### config.mk
export PLATFORM = sky130hd
export DESIGN_NAME = vid_top
export DESIGN_NICKNAME = d
export VERILOG_FILES = /design/src/vid_timing_pkg.sv /design/src/vid_reg_pkg.sv /design/src/vid_beat_if.sv /design/src/vid_count.sv /design/src/vid_regs.sv /design/src/vid_raster.sv /design/src/vid_flags.sv /design/src/vid_lightpen.sv /design/src/vid_top.sv
export SDC_FILE = /design/constraint.sdc
export NUM_CORES = 1
export LEC_CHECK = 0
export BUFFER_PORTS_ARGS = -buffer_cell sky130_fd_sc_hd__buf_2
export CAP_MARGIN = 10
export CORE_AREA = 2 2 161 163
export CTS_CLUSTER_DIAMETER = 40
export DETAILED_ROUTE_END_ITERATION = 10
export DIE_AREA = 0 0 163 165
export SLEW_MARGIN = 15
export SYNTH_ARGS = -nofsm -noshare
export SYNTH_HDL_FRONTEND = slang
export SYNTH_SLANG_ARGS = --single-unit
export TNS_END_PERCENT = 5
### constraint.sdc
create_clock -name sys_clk -period 3.81 [get_ports sys_clk]
set_clock_uncertainty 0.1 [all_clocks]
set_input_delay 0.762 -clock sys_clk [delete_from_list [all_inputs] [get_ports sys_clk]]
set_output_delay 0.762 -clock sys_clk [all_outputs]
set_load 0.02 [all_outputs]
### src/vid_timing_pkg.sv
`default_nettype none

package vid_timing_pkg;

	// Raster counter widths, field bit sits above VC_W
	localparam int HC_W = 11;
	localparam int VC_W = 11;

	// Horizontal geometry, all values are pixel positions
	typedef struct packed {
		logic [HC_W-1:0] period;
		logic [HC_W-1:0] blank_beg;
		logic [HC_W-1:0] blank_end;
		logic [HC_W-1:0] sync_end;
		logic [HC_W-1:0] disp_beg;
		logic [HC_W-1:0] disp_end;
	} vid_hcfg_t;

	// Vertical geometry, all values are line numbers
	typedef struct packed {
		logic [VC_W-1:0] period;
		logic [VC_W-1:0] blank_beg;
		logic [VC_W-1:0] blank_end;
		logic [VC_W-1:0] sync_end;
		logic [VC_W-1:0] disp_beg;
		logic [VC_W-1:0] disp_end;
		logic [VC_W-1:0] int_line;
	} vid_vcfg_t;

	// Timing flag state, vwin is the vertical display window
	typedef struct packed {
		logic hblank;
		logic vblank;
		logic hsync;
		logic vsync;
		logic vwin;
		logic de;
		logic start;
		logic vint;
	} vid_flag_t;

	// All flags idle while reset or video disabled
	localparam vid_flag_t FLAGS_RST = '0;

endpackage

`default_nettype wire

### src/vid_reg_pkg.sv
`default_nettype none

package vid_reg_pkg;

	localparam int REG_AW = 5;
	localparam int RD_W = 16;

	// Register map
	// Writable timing registers sit low, read-back words from 0x10
	typedef enum logic [REG_AW-1:0] {
		REG_MODE = 5'h00,
		REG_HP   = 5'h01,
		REG_HBB  = 5'h02,
		REG_HBE  = 5'h03,
		REG_HS   = 5'h04,
		REG_HDB  = 5'h05,
		REG_HDE  = 5'h06,
		REG_VP   = 5'h07,
		REG_VBB  = 5'h08,
		REG_VBE  = 5'h09,
		REG_VS   = 5'h0a,
		REG_VDB  = 5'h0b,
		REG_VDE  = 5'h0c,
		REG_VI   = 5'h0d,
		REG_HC   = 5'h10,
		REG_VC   = 5'h11,
		REG_LPH  = 5'h12,
		REG_LPV  = 5'h13
	} vid_reg_addr_e;

	// Mode register, video enable
	localparam int MODE_EN_BIT = 0;

	// Light-pen event flag inside the LPH word
	localparam int LPH_EV_BIT = 11;

endpackage

`default_nettype wire

### src/vid_beat_if.sv
`timescale 1ns/1ps
`default_nettype none

interface vid_beat_if #(
	parameter int HC_W = 11,
	parameter int VC_W = 11
);

	// Raster position, vc carries the field bit on top
	logic [HC_W-1:0] hc;
	logic [VC_W:0]   vc;

	// Last pixel of a line, and of the last line
	logic line_end;
	logic frame_end;

	modport raster (
		output hc, vc, line_end, frame_end
	);

	modport sink (
		input hc, vc, line_end, frame_end
	);

endinterface

`default_nettype wire

### src/vid_count.sv
`timescale 1ns/1ps
`default_nettype none

module vid_count #(
	parameter int CNT_W = 11
) (
	input  wire logic             sys_clk,
	input  wire logic             resetl,
	input  wire logic             clr,
	input  wire logic             step,
	input  wire logic [CNT_W-1:0] period,
	output logic      [CNT_W-1:0] count,
	output logic                  at_end
);

	// Period match
	// Raw compare, the caller qualifies it
	assign at_end = (count == period);

	always_ff @(posedge sys_clk) begin
		if (!resetl) begin
			count <= '0;
		end else if (clr) begin
			// Held at zero while the axis is stopped
			count <= '0;
		end else if (step) begin
			if (at_end) begin
				// Wrap, so a full cycle is period+1 steps
				count <= '0;
			end else begin
				count <= count + 1'b1;
			end
		end
	end

endmodule

`default_nettype wire

### src/vid_regs.sv
`timescale 1ns/1ps
`default_nettype none

module vid_regs
	import vid_timing_pkg::*;
	import vid_reg_pkg::*;
(
	input  wire logic          sys_clk,
	input  wire logic          resetl,
	input  wire logic          reg_wr,
	input  vid_reg_addr_e      reg_addr,
	input  wire logic [RD_W-1:0] reg_din,
	input  wire logic          reg_rd,
	output logic [RD_W-1:0]    rd_data,
	output vid_hcfg_t          hcfg,
	output vid_vcfg_t          vcfg,
	output logic               video_en,
	input  wire logic [RD_W-1:0] lph,
	input  wire logic [RD_W-1:0] lpv,
	vid_beat_if.sink           beat
);

	// Mode register, enable gates the whole generator
	always_ff @(posedge sys_clk) begin
		if (!resetl) begin
			video_en <= 1'b0;
		end else if (reg_wr && reg_addr == REG_MODE) begin
			video_en <= reg_din[MODE_EN_BIT];
		end
	end

	// Geometry registers
	// Loaded at the edge after the write strobe
	always_ff @(posedge sys_clk) begin
		if (reg_wr) begin
			case (reg_addr)
				REG_HP:  hcfg.period    <= reg_din[HC_W-1:0];
				REG_HBB: hcfg.blank_beg <= reg_din[HC_W-1:0];
				REG_HBE: hcfg.blank_end <= reg_din[HC_W-1:0];
				REG_HS:  hcfg.sync_end  <= reg_din[HC_W-1:0];
				REG_HDB: hcfg.disp_beg  <= reg_din[HC_W-1:0];
				REG_HDE: hcfg.disp_end  <= reg_din[HC_W-1:0];
				REG_VP:  vcfg.period    <= reg_din[VC_W-1:0];
				REG_VBB: vcfg.blank_beg <= reg_din[VC_W-1:0];
				REG_VBE: vcfg.blank_end <= reg_din[VC_W-1:0];
				REG_VS:  vcfg.sync_end  <= reg_din[VC_W-1:0];
				REG_VDB: vcfg.disp_beg  <= reg_din[VC_W-1:0];
				REG_VDE: vcfg.disp_end  <= reg_din[VC_W-1:0];
				REG_VI:  vcfg.int_line  <= reg_din[VC_W-1:0];
				// Mode handled above, read-back words ignore writes
				default: ;
			endcase
		end
	end

	// Read-back bus
	// Live counters and light-pen words, zero elsewhere
	always_comb begin
		rd_data = '0;
		if (reg_rd) begin
			case (reg_addr)
				REG_HC:  rd_data = RD_W'(beat.hc);
				REG_VC:  rd_data = RD_W'(beat.vc);
				REG_LPH: rd_data = lph;
				REG_LPV: rd_data = lpv;
				default: rd_data = '0;
			endcase
		end
	end

endmodule

`default_nettype wire

### src/vid_raster.sv
`timescale 1ns/1ps
`default_nettype none

module vid_raster
	import vid_timing_pkg::*;
(
	input  wire logic  sys_clk,
	input  wire logic  resetl,
	input  wire logic  video_en,
	input  vid_hcfg_t  hcfg,
	input  vid_vcfg_t  vcfg,
	vid_beat_if.raster beat
);

	logic [HC_W-1:0] hc_cnt;
	logic [VC_W-1:0] vc_cnt;
	logic            h_at_end;
	logic            v_at_end;
	logic            line_end;
	logic            frame_end;
	logic            field;

	// Pixel counter, one step per clock
	vid_count #(.CNT_W(HC_W)) u_hcount (
		.sys_clk (sys_clk),
		.resetl  (resetl),
		.clr     (~video_en),
		.step    (video_en),
		.period  (hcfg.period),
		.count   (hc_cnt),
		.at_end  (h_at_end)
	);

	// Line counter, advances on horizontal wrap
	vid_count #(.CNT_W(VC_W)) u_vcount (
		.sys_clk (sys_clk),
		.resetl  (resetl),
		.clr     (~video_en),
		.step    (line_end),
		.period  (vcfg.period),
		.count   (vc_cnt),
		.at_end  (v_at_end)
	);

	assign line_end  = video_en & h_at_end;
	assign frame_end = line_end & v_at_end;

	// Field bit flips as the frame wraps
	always_ff @(posedge sys_clk) begin
		if (!resetl || !video_en) begin
			field <= 1'b0;
		end else if (frame_end) begin
			field <= ~field;
		end
	end

	assign beat.hc        = hc_cnt;
	assign beat.vc        = {field, vc_cnt};
	assign beat.line_end  = line_end;
	assign beat.frame_end = frame_end;

endmodule

`default_nettype wire

### src/vid_flags.sv
`timescale 1ns/1ps
`default_nettype none

module vid_flags
	import vid_timing_pkg::*;
(
	input  wire logic sys_clk,
	input  wire logic resetl,
	input  wire logic video_en,
	input  vid_hcfg_t hcfg,
	input  vid_vcfg_t vcfg,
	vid_beat_if.sink  beat,
	output logic      hblank,
	output logic      vblank,
	output logic      blank,
	output logic      hsync,
	output logic      vsync,
	output logic      de,
	output logic      start,
	output logic      vint
);

	vid_flag_t       fl_q;
	logic [VC_W-1:0] line;
	logic            hit_hbb;
	logic            hit_hbe;
	logic            hit_hs;
	logic            hit_hdb;
	logic            hit_hde;
	logic            hit_vbb;
	logic            hit_vbe;
	logic            hit_vs;
	logic            hit_vdb;
	logic            hit_vde;
	logic            hit_vi;
	logic            start_d;

	// Line number without the field bit
	assign line = beat.vc[VC_W-1:0];

	// Horizontal position matches
	assign hit_hbb = (beat.hc == hcfg.blank_beg);
	assign hit_hbe = (beat.hc == hcfg.blank_end);
	assign hit_hs  = (beat.hc == hcfg.sync_end);
	assign hit_hdb = (beat.hc == hcfg.disp_beg);
	assign hit_hde = (beat.hc == hcfg.disp_end);

	// Vertical line matches
	assign hit_vbb = (line == vcfg.blank_beg);
	assign hit_vbe = (line == vcfg.blank_end);
	assign hit_vs  = (line == vcfg.sync_end);
	assign hit_vdb = (line == vcfg.disp_beg);
	assign hit_vde = (line == vcfg.disp_end);
	assign hit_vi  = (line == vcfg.int_line);

	// Display start only inside the vertical window
	assign start_d = hit_hdb & fl_q.vwin;

	// Set/clear flip-flops
	// Set has priority when both match together
	always_ff @(posedge sys_clk) begin
		if (!resetl || !video_en) begin
			fl_q <= FLAGS_RST;
		end else begin
			fl_q.hblank <= hit_hbb | (fl_q.hblank & ~hit_hbe);
			fl_q.vblank <= hit_vbb | (fl_q.vblank & ~hit_vbe);
			// Sync pulses begin at the wrap
			fl_q.hsync  <= beat.line_end | (fl_q.hsync & ~hit_hs);
			fl_q.vsync  <= beat.frame_end | (fl_q.vsync & ~(hit_vs & beat.line_end));
			// Window moves only on line boundaries
			fl_q.vwin   <= (hit_vdb & beat.line_end) |
				(fl_q.vwin & ~(hit_vde & beat.line_end));
			fl_q.de     <= start_d | (fl_q.de & ~hit_hde);
			// One-cycle pulses
			fl_q.start  <= start_d;
			fl_q.vint   <= hit_vi & hit_hde;
		end
	end

	assign hblank = fl_q.hblank;
	assign vblank = fl_q.vblank;
	assign blank  = fl_q.hblank | fl_q.vblank;
	assign hsync  = fl_q.hsync;
	assign vsync  = fl_q.vsync;
	assign de     = fl_q.de;
	assign start  = fl_q.start;
	assign vint   = fl_q.vint;

endmodule

`default_nettype wire

### src/vid_lightpen.sv
`timescale 1ns/1ps
`default_nettype none

module vid_lightpen
	import vid_reg_pkg::*;
#(
	parameter int HC_W = 11,
	parameter int VC_W = 11
) (
	input  wire logic       sys_clk,
	input  wire logic       resetl,
	input  wire logic       lp,
	vid_beat_if.sink        beat,
	output logic [RD_W-1:0] lph,
	output logic [RD_W-1:0] lpv
);

	logic            lp_meta;
	logic            lp_sync;
	logic            lp_ld;
	logic            lp_event;
	logic [HC_W-1:0] lph_q;
	logic [VC_W:0]   lpv_q;

	// Two-stage synchronizer on the pen input
	always_ff @(posedge sys_clk) begin
		if (!resetl) begin
			lp_meta <= 1'b0;
			lp_sync <= 1'b0;
		end else begin
			lp_meta <= lp;
			lp_sync <= lp_meta;
		end
	end

	// Rising edge, seen one clock after the input settles
	assign lp_ld = lp_meta & ~lp_sync;

	// Position latch, includes the field bit
	always_ff @(posedge sys_clk) begin
		if (lp_ld) begin
			lph_q <= beat.hc;
			lpv_q <= beat.vc;
		end
	end

	// Event flag, a new hit beats the frame-end clear
	always_ff @(posedge sys_clk) begin
		if (!resetl) begin
			lp_event <= 1'b0;
		end else begin
			lp_event <= lp_ld | (lp_event & ~beat.frame_end);
		end
	end

	always_comb begin
		lph = '0;
		lph[HC_W-1:0] = lph_q;
		lph[LPH_EV_BIT] = lp_event;
	end

	assign lpv = RD_W'(lpv_q);

endmodule

`default_nettype wire

### src/vid_top.sv
`timescale 1ns/1ps
`default_nettype none

module vid_top
	import vid_timing_pkg::*;
	import vid_reg_pkg::*;
(
	input  wire logic            sys_clk,
	input  wire logic            resetl,
	input  wire logic            reg_wr,
	input  vid_reg_addr_e        reg_addr,
	input  wire logic [RD_W-1:0] reg_din,
	input  wire logic            reg_rd,
	output logic      [RD_W-1:0] rd_data,
	input  wire logic            lp,
	output logic                 hblank,
	output logic                 vblank,
	output logic                 blank,
	output logic                 hsync,
	output logic                 vsync,
	output logic                 de,
	output logic                 start,
	output logic                 vint
);

	vid_hcfg_t       hcfg;
	vid_vcfg_t       vcfg;
	logic            video_en;
	logic [RD_W-1:0] lph;
	logic [RD_W-1:0] lpv;

	// Raster position shared by all consumers
	vid_beat_if #(.HC_W(HC_W), .VC_W(VC_W)) beat ();

	// Register file and read-back
	vid_regs u_regs (
		.sys_clk  (sys_clk),
		.resetl   (resetl),
		.reg_wr   (reg_wr),
		.reg_addr (reg_addr),
		.reg_din  (reg_din),
		.reg_rd   (reg_rd),
		.rd_data  (rd_data),
		.hcfg     (hcfg),
		.vcfg     (vcfg),
		.video_en (video_en),
		.lph      (lph),
		.lpv      (lpv),
		.beat     (beat.sink)
	);

	vid_raster u_raster (
		.sys_clk  (sys_clk),
		.resetl   (resetl),
		.video_en (video_en),
		.hcfg     (hcfg),
		.vcfg     (vcfg),
		.beat     (beat.raster)
	);

	// Blanking, sync and display flags
	vid_flags u_flags (
		.sys_clk  (sys_clk),
		.resetl   (resetl),
		.video_en (video_en),
		.hcfg     (hcfg),
		.vcfg     (vcfg),
		.beat     (beat.sink),
		.hblank   (hblank),
		.vblank   (vblank),
		.blank    (blank),
		.hsync    (hsync),
		.vsync    (vsync),
		.de       (de),
		.start    (start),
		.vint     (vint)
	);

	vid_lightpen #(.HC_W(HC_W), .VC_W(VC_W)) u_lightpen (
		.sys_clk (sys_clk),
		.resetl  (resetl),
		.lp      (lp),
		.beat    (beat.sink),
		.lph     (lph),
		.lpv     (lpv)
	);

endmodule

`default_nettype wire

==> Word-level counts from Yosys, hierarchy flattened <==
Index checks and enable logic that the tools add are counted.
{ "totals": {"register_bits": 201, "latch_bits": 0, "mem_bits_rw": 0, "rom_bits": 0, "in_bits": 26, "out_inout_bits": 24, "wordCells": 119, "mem_count": 0} }
{ "op_classes": {"n_addsub": 2, "multipliers": 0, "n_div": 0, "order_cmp": 0, "n_eq_ne": 30, "shifts": 0, "muxes": 3, "bitwise_logic": 34, "reduce_logical": 20} }
{ "op_table": {"columns": ["operator", "n"], "rows": [
  ["$eq 11x11->1", 13],
  ["$pmux 12 s4", 1],
  ["$eq 5x4->1 const B", 6],
  ["$reduce_and 2->1", 14],
  ["$add 11x1->11 const B", 2],
  ["$eq 5x3->1 const B", 4],
  ["$eq 5x5->1 const B", 4],
  ["$mux 16", 1],
  ["$and 1x1->1", 15],
  ["$mux 11", 1],
  ["$not 1->1", 11],
  ["$eq 5x2->1 const B", 2],
  ["$or 1x1->1", 8],
  ["$eq 5x1->1 const B", 1],
  ["$logic_not 5->1", 1],
  ["$reduce_or 3->1", 1],
  ["$logic_not 1->1", 2],
  ["$logic_and 1x1->1", 1],
  ["$logic_or 1x1->1", 1]
]} }

==> Logic depth before layout (Yosys ltp) <==
Gate-level depths: netlist of the first run.
{ "depth": {"ltp_word": 6, "mapped_depth": 7, "mapped_depth_nobuf": 6} }

==> Cells and area by module <==
A second synthesis of the first run with hierarchy kept.
{ "hier_totals": {"hier_cells": 661, "area_unflattened_um2": 9082.5} }
{ "modules_own_cells": {"columns": ["mod", "n_inst", "cells_each", "area_each_um2", "seq_area_each_um2"], "rows": [
  ["vid_regs", 1, 237, 4993.5, 4314.1],
  ["vid_flags", 1, 210, 1685.4, 160.2],
  ["vid_count", 2, 82, 733.2, 220.2],
  ["vid_lightpen", 1, 41, 863.3, 750.7],
  ["vid_raster", 1, 9, 73.8, 20.0]
]} }

==> Worst setup path before layout of the first run <==
Ideal clock, no wire load.
{ "synth_timing": {"path_kind": "input-to-reg", "from": "input reg_addr[0]", "to": "register, netlist name u_regs.hcfg[33]", "setup_ns": 0.408, "arrival_time_ns": 2.686, "required_ns": 3.302, "path_slack_ns": 0.616, "path_stages": 4, "path_buffers": 2, "cell_sequence": "clkbuf_1 -> clkbuf_1 -> inv_1 -> nor4_1"} }
{ "synth_between": {"elab_chain_len": 2} }
{ "synth_lines": {"columns": ["element", "line", "text"], "rows": [
  ["start: declaration", "vid_top.sv:11", "input vid_reg_addr_e reg_addr,"],
  ["$eq 5x2->1", "vid_regs.sv:36", "case (reg_addr)"],
  ["$reduce_and 2->1 (no line)", null, null]
]} }
No other way between the ends.
A chain may end at the register's enable or synchronous reset.

==> Worst setup path in the final report of the first run <==
{ "layout_timing": {"from": "register u_raster.u_vcount.count[7]", "to": "output rd_data[7]"} }
{ "layout_between": {"elab_chain_len": 2} }
{ "layout_lines": {"columns": ["element", "line", "text"], "rows": [
  ["start: declaration", "vid_count.sv:12", "output logic [CNT_W-1:0] count,"],
  ["start signal: assignment", "vid_count.sv:31", "count <= count + 1'b1;"],
  ["$pmux 12 s4", "vid_regs.sv:61", "case (reg_addr)"],
  ["$mux 16", "vid_regs.sv:60", "if (reg_rd) begin"],
  ["end: declaration", "vid_top.sv:14", "output logic [RD_W-1:0] rd_data,"]
]} }
No other way between the ends.

==> results of run 1 <==
==> critical path, stage by stage, from the launching register on <==
cell     delay, ns
dfxtp_1       0.84
mux4_2        0.38
nor2b_1       0.12
buf_2         0.18
==> state kept, by name, summed over array words and instances (netlist names) <==
register                 count
u_flags.hsync                1
u_lightpen.lp_sync           1
u_flags.vsync                1
u_lightpen.lph_q            11
u_flags.vint                 1
u_lightpen.lpv_q            12
u_regs.video_en              1
u_raster.u_hcount.count     11
u_lightpen.lp_event          1
u_flags.start                1
u_flags.de                   1
u_raster.u_vcount.count     11
u_flags.hblank               1
u_flags.fl_q                 1
u_flags.vblank               1
u_regs.hcfg                 66
u_lightpen.lp_meta           1
u_raster.field               1
u_regs.vcfg                 77
==> routing by layer <==
metal  wire, um  vias up
met5         13        -
met4        443        2
met3       1560       35
met2       9990      175
met1       8620     2553
li1           -     2333
==> per-stage QoR <==
| step | utilization | hold slack, ns | setup slack (ns) | area (sq um) |
|---|---|---|---|---|
| after floorplan | - | 0.303 | 0.616 | 8670 |
| after global placement | 0.372 | 0.341 | 0.890 | 9300 |
| after detailed placement | 0.372 | 0.348 | 0.853 | 9300 |
| after CTS | 0.413 | 0.343 | 0.837 | 10300 |
| after global routing | 0.413 | 0.361 | 0.769 | 10300 |
| final | 0.413 | 0.354 | 0.890 | 10400 |
==> final cells by class <==
type | instances | share of cell area
well taps | 330 | 0.0399
clock inverters | 23 | 0.0299
diodes | 1 | 0.000242
multi-input cells | 367 | 0.269
flip-flops and latches | 201 | 0.549
inverters | 3 | 0.00109
repair buffers | 69 | 0.0404
clock buffers | 31 | 0.0708
==> worst max path at each step <==
stage | end | cells after the start | startpoint | slack (ns)
final | rd_data[7] | 3 | u_raster.u_vcount.count[7]$_SDFFE_PN0P_ | 0.89
after global routing | rd_data[7] | 3 | u_raster.u_vcount.count[7]$_SDFFE_PN0P_ | 0.77
after CTS | rd_data[7] | 3 | u_raster.u_vcount.count[7]$_SDFFE_PN0P_ | 0.84
after detailed placement | rd_data[2] | 4 | reg_addr[1] | 0.85
after global placement | rd_data[3] | 4 | reg_addr[1] | 0.89
after floorplan | u_regs.hcfg[33]$_DFFE_PP_ | 4 | reg_addr[0] | 0.62
==> layout by cell type, fill, tap and decap left out, types with 2 or more instances in the layout <==
master,n
clkbuf_1,2
and3_1,7
nor2_1,26
nand3_1,25
nor2b_1,14
o21ai_0,3
nor4_4,2
dfxtp_1,35
nor4_2,2
buf_2,40
o31ai_1,3
nor3_1,11
xor2_1,93
buf_4,29
xnor2_1,59
nand4_1,16
o21a_1,2
or3_1,4
nand2_1,16
ha_1,2
nand2b_1,3
clkinv_4,2
o22ai_1,5
and2_1,6
clkinv_2,3
nand4b_1,2
a21oi_1,16
bufinv_16,6
clkinvlp_4,5
inv_6,5
inv_1,3
mux4_2,11
edfxtp_1,166
a22oi_1,5
clkbuf_16,29
and4_1,3
nor4_1,17
conb_1,4
==> power by group <==
part / leakage (nW) / internal [mW] / switching, mW
clock network: 0.496 / 1.82 / 1.01
registers: 1.81 / 2.40 / 0.00929
logic: 1.36 / 0.0315 / 0.0788
==> logic make-up after synthesis <==
| family | count (synthesis) |
|---|---|
| XOR/XNOR | 152 |
| AO/OA/AOI/OAI | 36 |
| flip-flops | 201 |
| AND/OR/NAND/NOR | 160 |
| other | 1 |
| adder cells (fa/ha/maj) | 2 |
| multiplexers | 13 |
| buffers and inverters | 45 |
==> results.json, run 1 <==
{
  "worst_pin_slew_ns": 0.931,
  "post-route-drc-count": 0,
  "hold_depth": 2,
  "dp_hpwl_um": 13200,
  "grt_max_degree": 25,
  "drtIter0Drc": 393,
  "synth_most_common_cell": "edfxtp_1",
  "setup_tns_ns": 0,
  "min-delay-start": "lp",
  "first_global_vias": 5277,
  "synth-edff-count": 166,
  "synth.top_cells.by_area": "edfxtp_1 (58%), xor2_1 (9.4%), dfxtp_1 (8.1%)",
  "period_share": 0.766,
  "synthSimpleGateAreaFrac": 0.104,
  "cap_violations": 0,
  "overflow": 0,
  "dieHeight_um": 165,
  "ff2ff_path_depth": 6,
  "cp-end-kind": "output pin",
  "vias": 5098,
  "use_met3": 0.0264,
  "syn2layout_area_growth_pct": 19.5,
  "yosysWarnings": 0,
  "wire_per_inst_um": 20.1,
  "synthDistinctLibCells": 42,
  "use_met1": 0.208,
  "arrival_ns": 2.06,
  "drtAntennaViolNets": 0,
  "synthXorXnorAreaFrac": 0.154,
  "hp-class": "in2reg",
  "placedCellCount": 970,
  "netlist_top_cells_count": "edfxtp_1 (166), xor2_1 (93), xnor2_1 (59)",
  "synth_compound_area_frac": 0.0251,
  "cts-resized-gates": 0,
  "cts_hold_buf": 0,
  "cts_tree": "yes",
  "floorplan.initialDensity": 0.346,
  "required_ns": 2.95,
  "antenna_found_initial": 2,
  "coreArea_sq_mm": 0.0250,
  "status": "complete, no violations",
  "cp-start-kind": "flip-flop",
  "synth_top_area_share": 0.576,
  "synthCells": 610,
  "clockRootBuffer": "clkbuf_16",
  "fmax_ghz": 0.342,
  "rows": 58,
  "cts_sinks": 201,
  "htreeDepth": 1,
  "gp_congestion": 0.786,
  "io_pins": 50,
  "layout-drive-gt1-share": 0.203,
  "grtUsageTotal": 0.157,
  "rr_endpoint": "u_raster.field$_SDFFE_PN0P_",
  "chipWidth_um": 163,
  "wirelength_um": 20600,
  "yosysTopAreaCell": "edfxtp_1",
  "finalSetupViolations": 0,
  "worstPathMaxFanout": 13,
  "hold_end": "u_lightpen.lp_meta$_SDFF_PN0_",
  "fill_cells": 2253,
  "avgViaCountPerCell": 4.97,
  "firstDrtPassIters": 4,
  "synth-seq-area-share": 0.657,
  "port-buffer-count": 40,
  "global_route.usage.met2": 0.266,
  "clkLatencyLatePin_ns": 0.53,
  "power.total_mw": 5.35,
  "avgSynthCellArea_sq_um": 14.2,
  "synth_mux_area_frac": 0.0311,
  "die_area_sq_mm": 0.0269,
  "grt_pass1_wl_um": 31300,
  "top_usage_layer": "met2",
  "cts_buffers": 29,
  "reg2reg_setup_slack_ns": 1.50,
  "finalCriticalPeriod_ns": 2.92,
  "ir_worst_vdd_v": 0.000334,
  "synthAdderAreaFrac": 0.00289,
  "seqCellArea_sq_mm": 0.00569,
  "cts_setup_buffers": 0,
  "multi_input_area_sq_mm": 0.00278,
  "async_flop_share": 0,
  "fin_nets": 699,
  "hold_viol_final": 0,
  "fin_cells": 1025,
  "cts.path.max_buffers": 3,
  "synth_top_family_by_area": "XOR/XNOR gates",
  "drv_slew": 0,
  "power_density_mw_per_mm2": 516,
  "ys_dominant_reg_cell": "edfxtp_1",
  "ys_seq_elements": 201,
  "path_class": "reg2out",
  "rr_startpoint": "u_raster.u_hcount.count[2]$_SDFF_PP0_",
  "power_leakage_nw": 3.67,
  "syn_area_sq_mm": 0.00866,
  "maxSlewHeadroom": 0.377,
  "rsz0062_at_grt": "false",
  "clkTransAtPathRegs_ns": 0.05
}
Note: power is estimated with default switching activity, not from simulation.
==> inputs of run 2 (changes only) <==
clock period = 2.5 ns   (was 3.81 ns; I/O delays follow)
==> run 2 against run 1 <==
Global-route usage grew 0.067 points. Critical path type unchanged. Critical path depth rose by 1. Count of clock-buffer cells in the layout up 4. Setup slack got worse by 0.82 ns. Largest cell class unchanged. Clock power rose by 47%. First-iteration DRC count shrank 18%. Via count grew 0.82%. Non-clock buffer count rose by 19. Combinational power increased by 58%. Sequential cell count is the same. Wire length grew 0.95%.
==> results.json, run 2 (synthesis gave the netlist of run 1 again) <==
{
  "period_share": 0.972,
  "hold_viol_final": 0,
  "pwr-share-clk": 0.519,
  "cp-start-kind": "flip-flop",
  "wirelength_um": 20800,
  "drtAntennaViolNets": 0,
  "grtUsageTotal": 0.158,
  "top_register": "u_regs.vcfg",
  "io_pins": 50,
  "fin_hold_ws_ns": 0.0825,
  "placedCellCount": 989,
  "pwr-share-comb": 0.022,
  "clkLatencyLatePin_ns": 0.55,
  "p_sw_mw": 1.66,
  "maxSlewHeadroom": 0.469,
  "chipWidth_um": 163,
  "first_global_vias": 5147,
  "syn2layout_area_growth_pct": 20.7,
  "avgViaCountPerCell": 4.93,
  "antenna_cells": 0,
  "wire_per_inst_um": 20.0,
  "clockRootBuffer": "clkbuf_16",
  "min-delay-start": "lp",
  "use_met3": 0.0286,
  "dieHeight_um": 165,
  "overflow": 0,
  "cts.path.max_buffers": 3,
  "cap_violations": 0,
  "gp_congestion": 0.814,
  "antenna_found_initial": 2,
  "seqPwrFrac": 0.459,
  "ir_worst_vdd_v": 0.000410,
  "p_int_mw": 6.34,
  "coreArea_sq_mm": 0.0250,
  "hp-class": "in2reg",
  "htreeDepth": 1,
  "power_density_mw_per_mm2": 765,
  "finalSetupViolations": 0,
  "setup_tns_ns": 0,
  "cts_sinks": 201,
  "layout-drive-gt1-share": 0.222,
  "cp-end-kind": "output pin",
  "die_area_sq_mm": 0.0269,
  "firstDrtPassIters": 5,
  "final_cell_mix": "edfxtp_1 (166), xor2_1 (93), xnor2_1 (59)",
  "drtIter0Drc": 324,
  "cts_tree": "yes",
  "worst_pin_slew_ns": 0.790,
  "grt_max_degree": 25,
  "cts_buffers": 29,
  "rr_startpoint": "u_regs.vcfg[67]$_DFFE_PP_",
  "clkTransAtPathRegs_ns": 0.05,
  "finalCriticalPeriod_ns": 2.43,
  "floorplan.initialDensity": 0.346,
  "port-buffer-count": 40,
  "fin_cells": 1043,
  "global_route.usage.met2": 0.267,
  "startpoint": "u_raster.u_hcount.count[6]$_SDFF_PP0_",
  "grt_pass1_wl_um": 31400,
  "fin_nets": 718,
  "top_usage_layer": "met2",
  "use_met1": 0.212,
  "rows": 58,
  "vias": 5140,
  "dp_hpwl_um": 13500,
  "rsz0062_at_grt": "false",
  "cts_setup_buffers": 0,
  "post-route-drc-count": 0,
  "swShare": 0.207,
  "fmax_ghz": 0.411,
  "worstPathMaxFanout": 11,
  "required_ns": 1.90,
  "status": "complete, no violations",
  "final_common_cell": "edfxtp_1",
  "path_class": "reg2out",
  "power_leakage_nw": 3.76,
  "arrival_ns": 1.83,
  "largest_reg_flops": 77,
  "drv_slew": 0,
  "reg_top3": "u_regs.vcfg (77), u_regs.hcfg (66), u_lightpen.lpv_q (12)"
}
run 2: cell type report:
class / instances / area [sq um]
clock buffer: 35 / 768
fill: 2286 / 14600
inverter: 3 / 11.3
multi-input combinational: 367 / 2780
tap: 330 / 413
sequential: 201 / 5690
clock inverter: 19 / 235
timing repair buffer: 88 / 568
run 2: final timing paths:
check / to / slack (ns) / cells after the start
worst max-delay path: rd_data[6] / 0.07 / 4
worst max register to register: u_raster.u_vcount.count[4]$_SDFFE_PN0P_ / 0.35 / 6
worst min register to register: u_lightpen.lp_sync$_SDFF_PN0_ / 0.36 / 1
worst min-delay path: u_lightpen.lp_meta$_SDFF_PN0_ / 0.08 / 2
run 2: metal layers:
layer / up-vias / share of wire / routed length [um]
met3: 40 / 0.051 / 1070
met5: - / 0.0014 / 30
li1: 2371 / - / -
met4: 4 / 0.019 / 402
met2: 159 / 0.48 / 9910
met1: 2566 / 0.45 / 9410
run 2: through the flow:
step                setup WS (ns)  cell area, sq um  utilization  power [mW]
detailed placement          0.105              9450        0.377        3.92
CTS                        0.0243             10400        0.417        8.05
finish                     0.0693             10500        0.418        8.00
global route              0.00673             10500        0.418        8.23
global placement            0.146              9450        0.377        3.91
floorplan                  -0.273              8680            -        3.83
run 2: critical path: stages, from the launching register on:
cell and delay [ns]:
dfxtp_1 0.32, buf_4 0.21, mux4_2 0.48, nor2b_1 0.14
buf_2 0.16
run 2: power groups by stage:
stage	sequential [mW]	clock, mW	combinational (mW)
3_3_place_gp	3.74	0	0.174
5_1_grt	3.68	4.37	0.192
6_report	3.67	4.15	0.174
2_1_floorplan	3.74	0	0.0856
4_1_cts	3.67	4.20	0.178
3_5_place_dp	3.74	0	0.178
run 2: repair_timing:
action                     4_1_cts  5_1_grt
setup endpoints to repair        0        1
hold endpoints to repair         0        0
resized for setup                0        2
hold buffers                     0        0
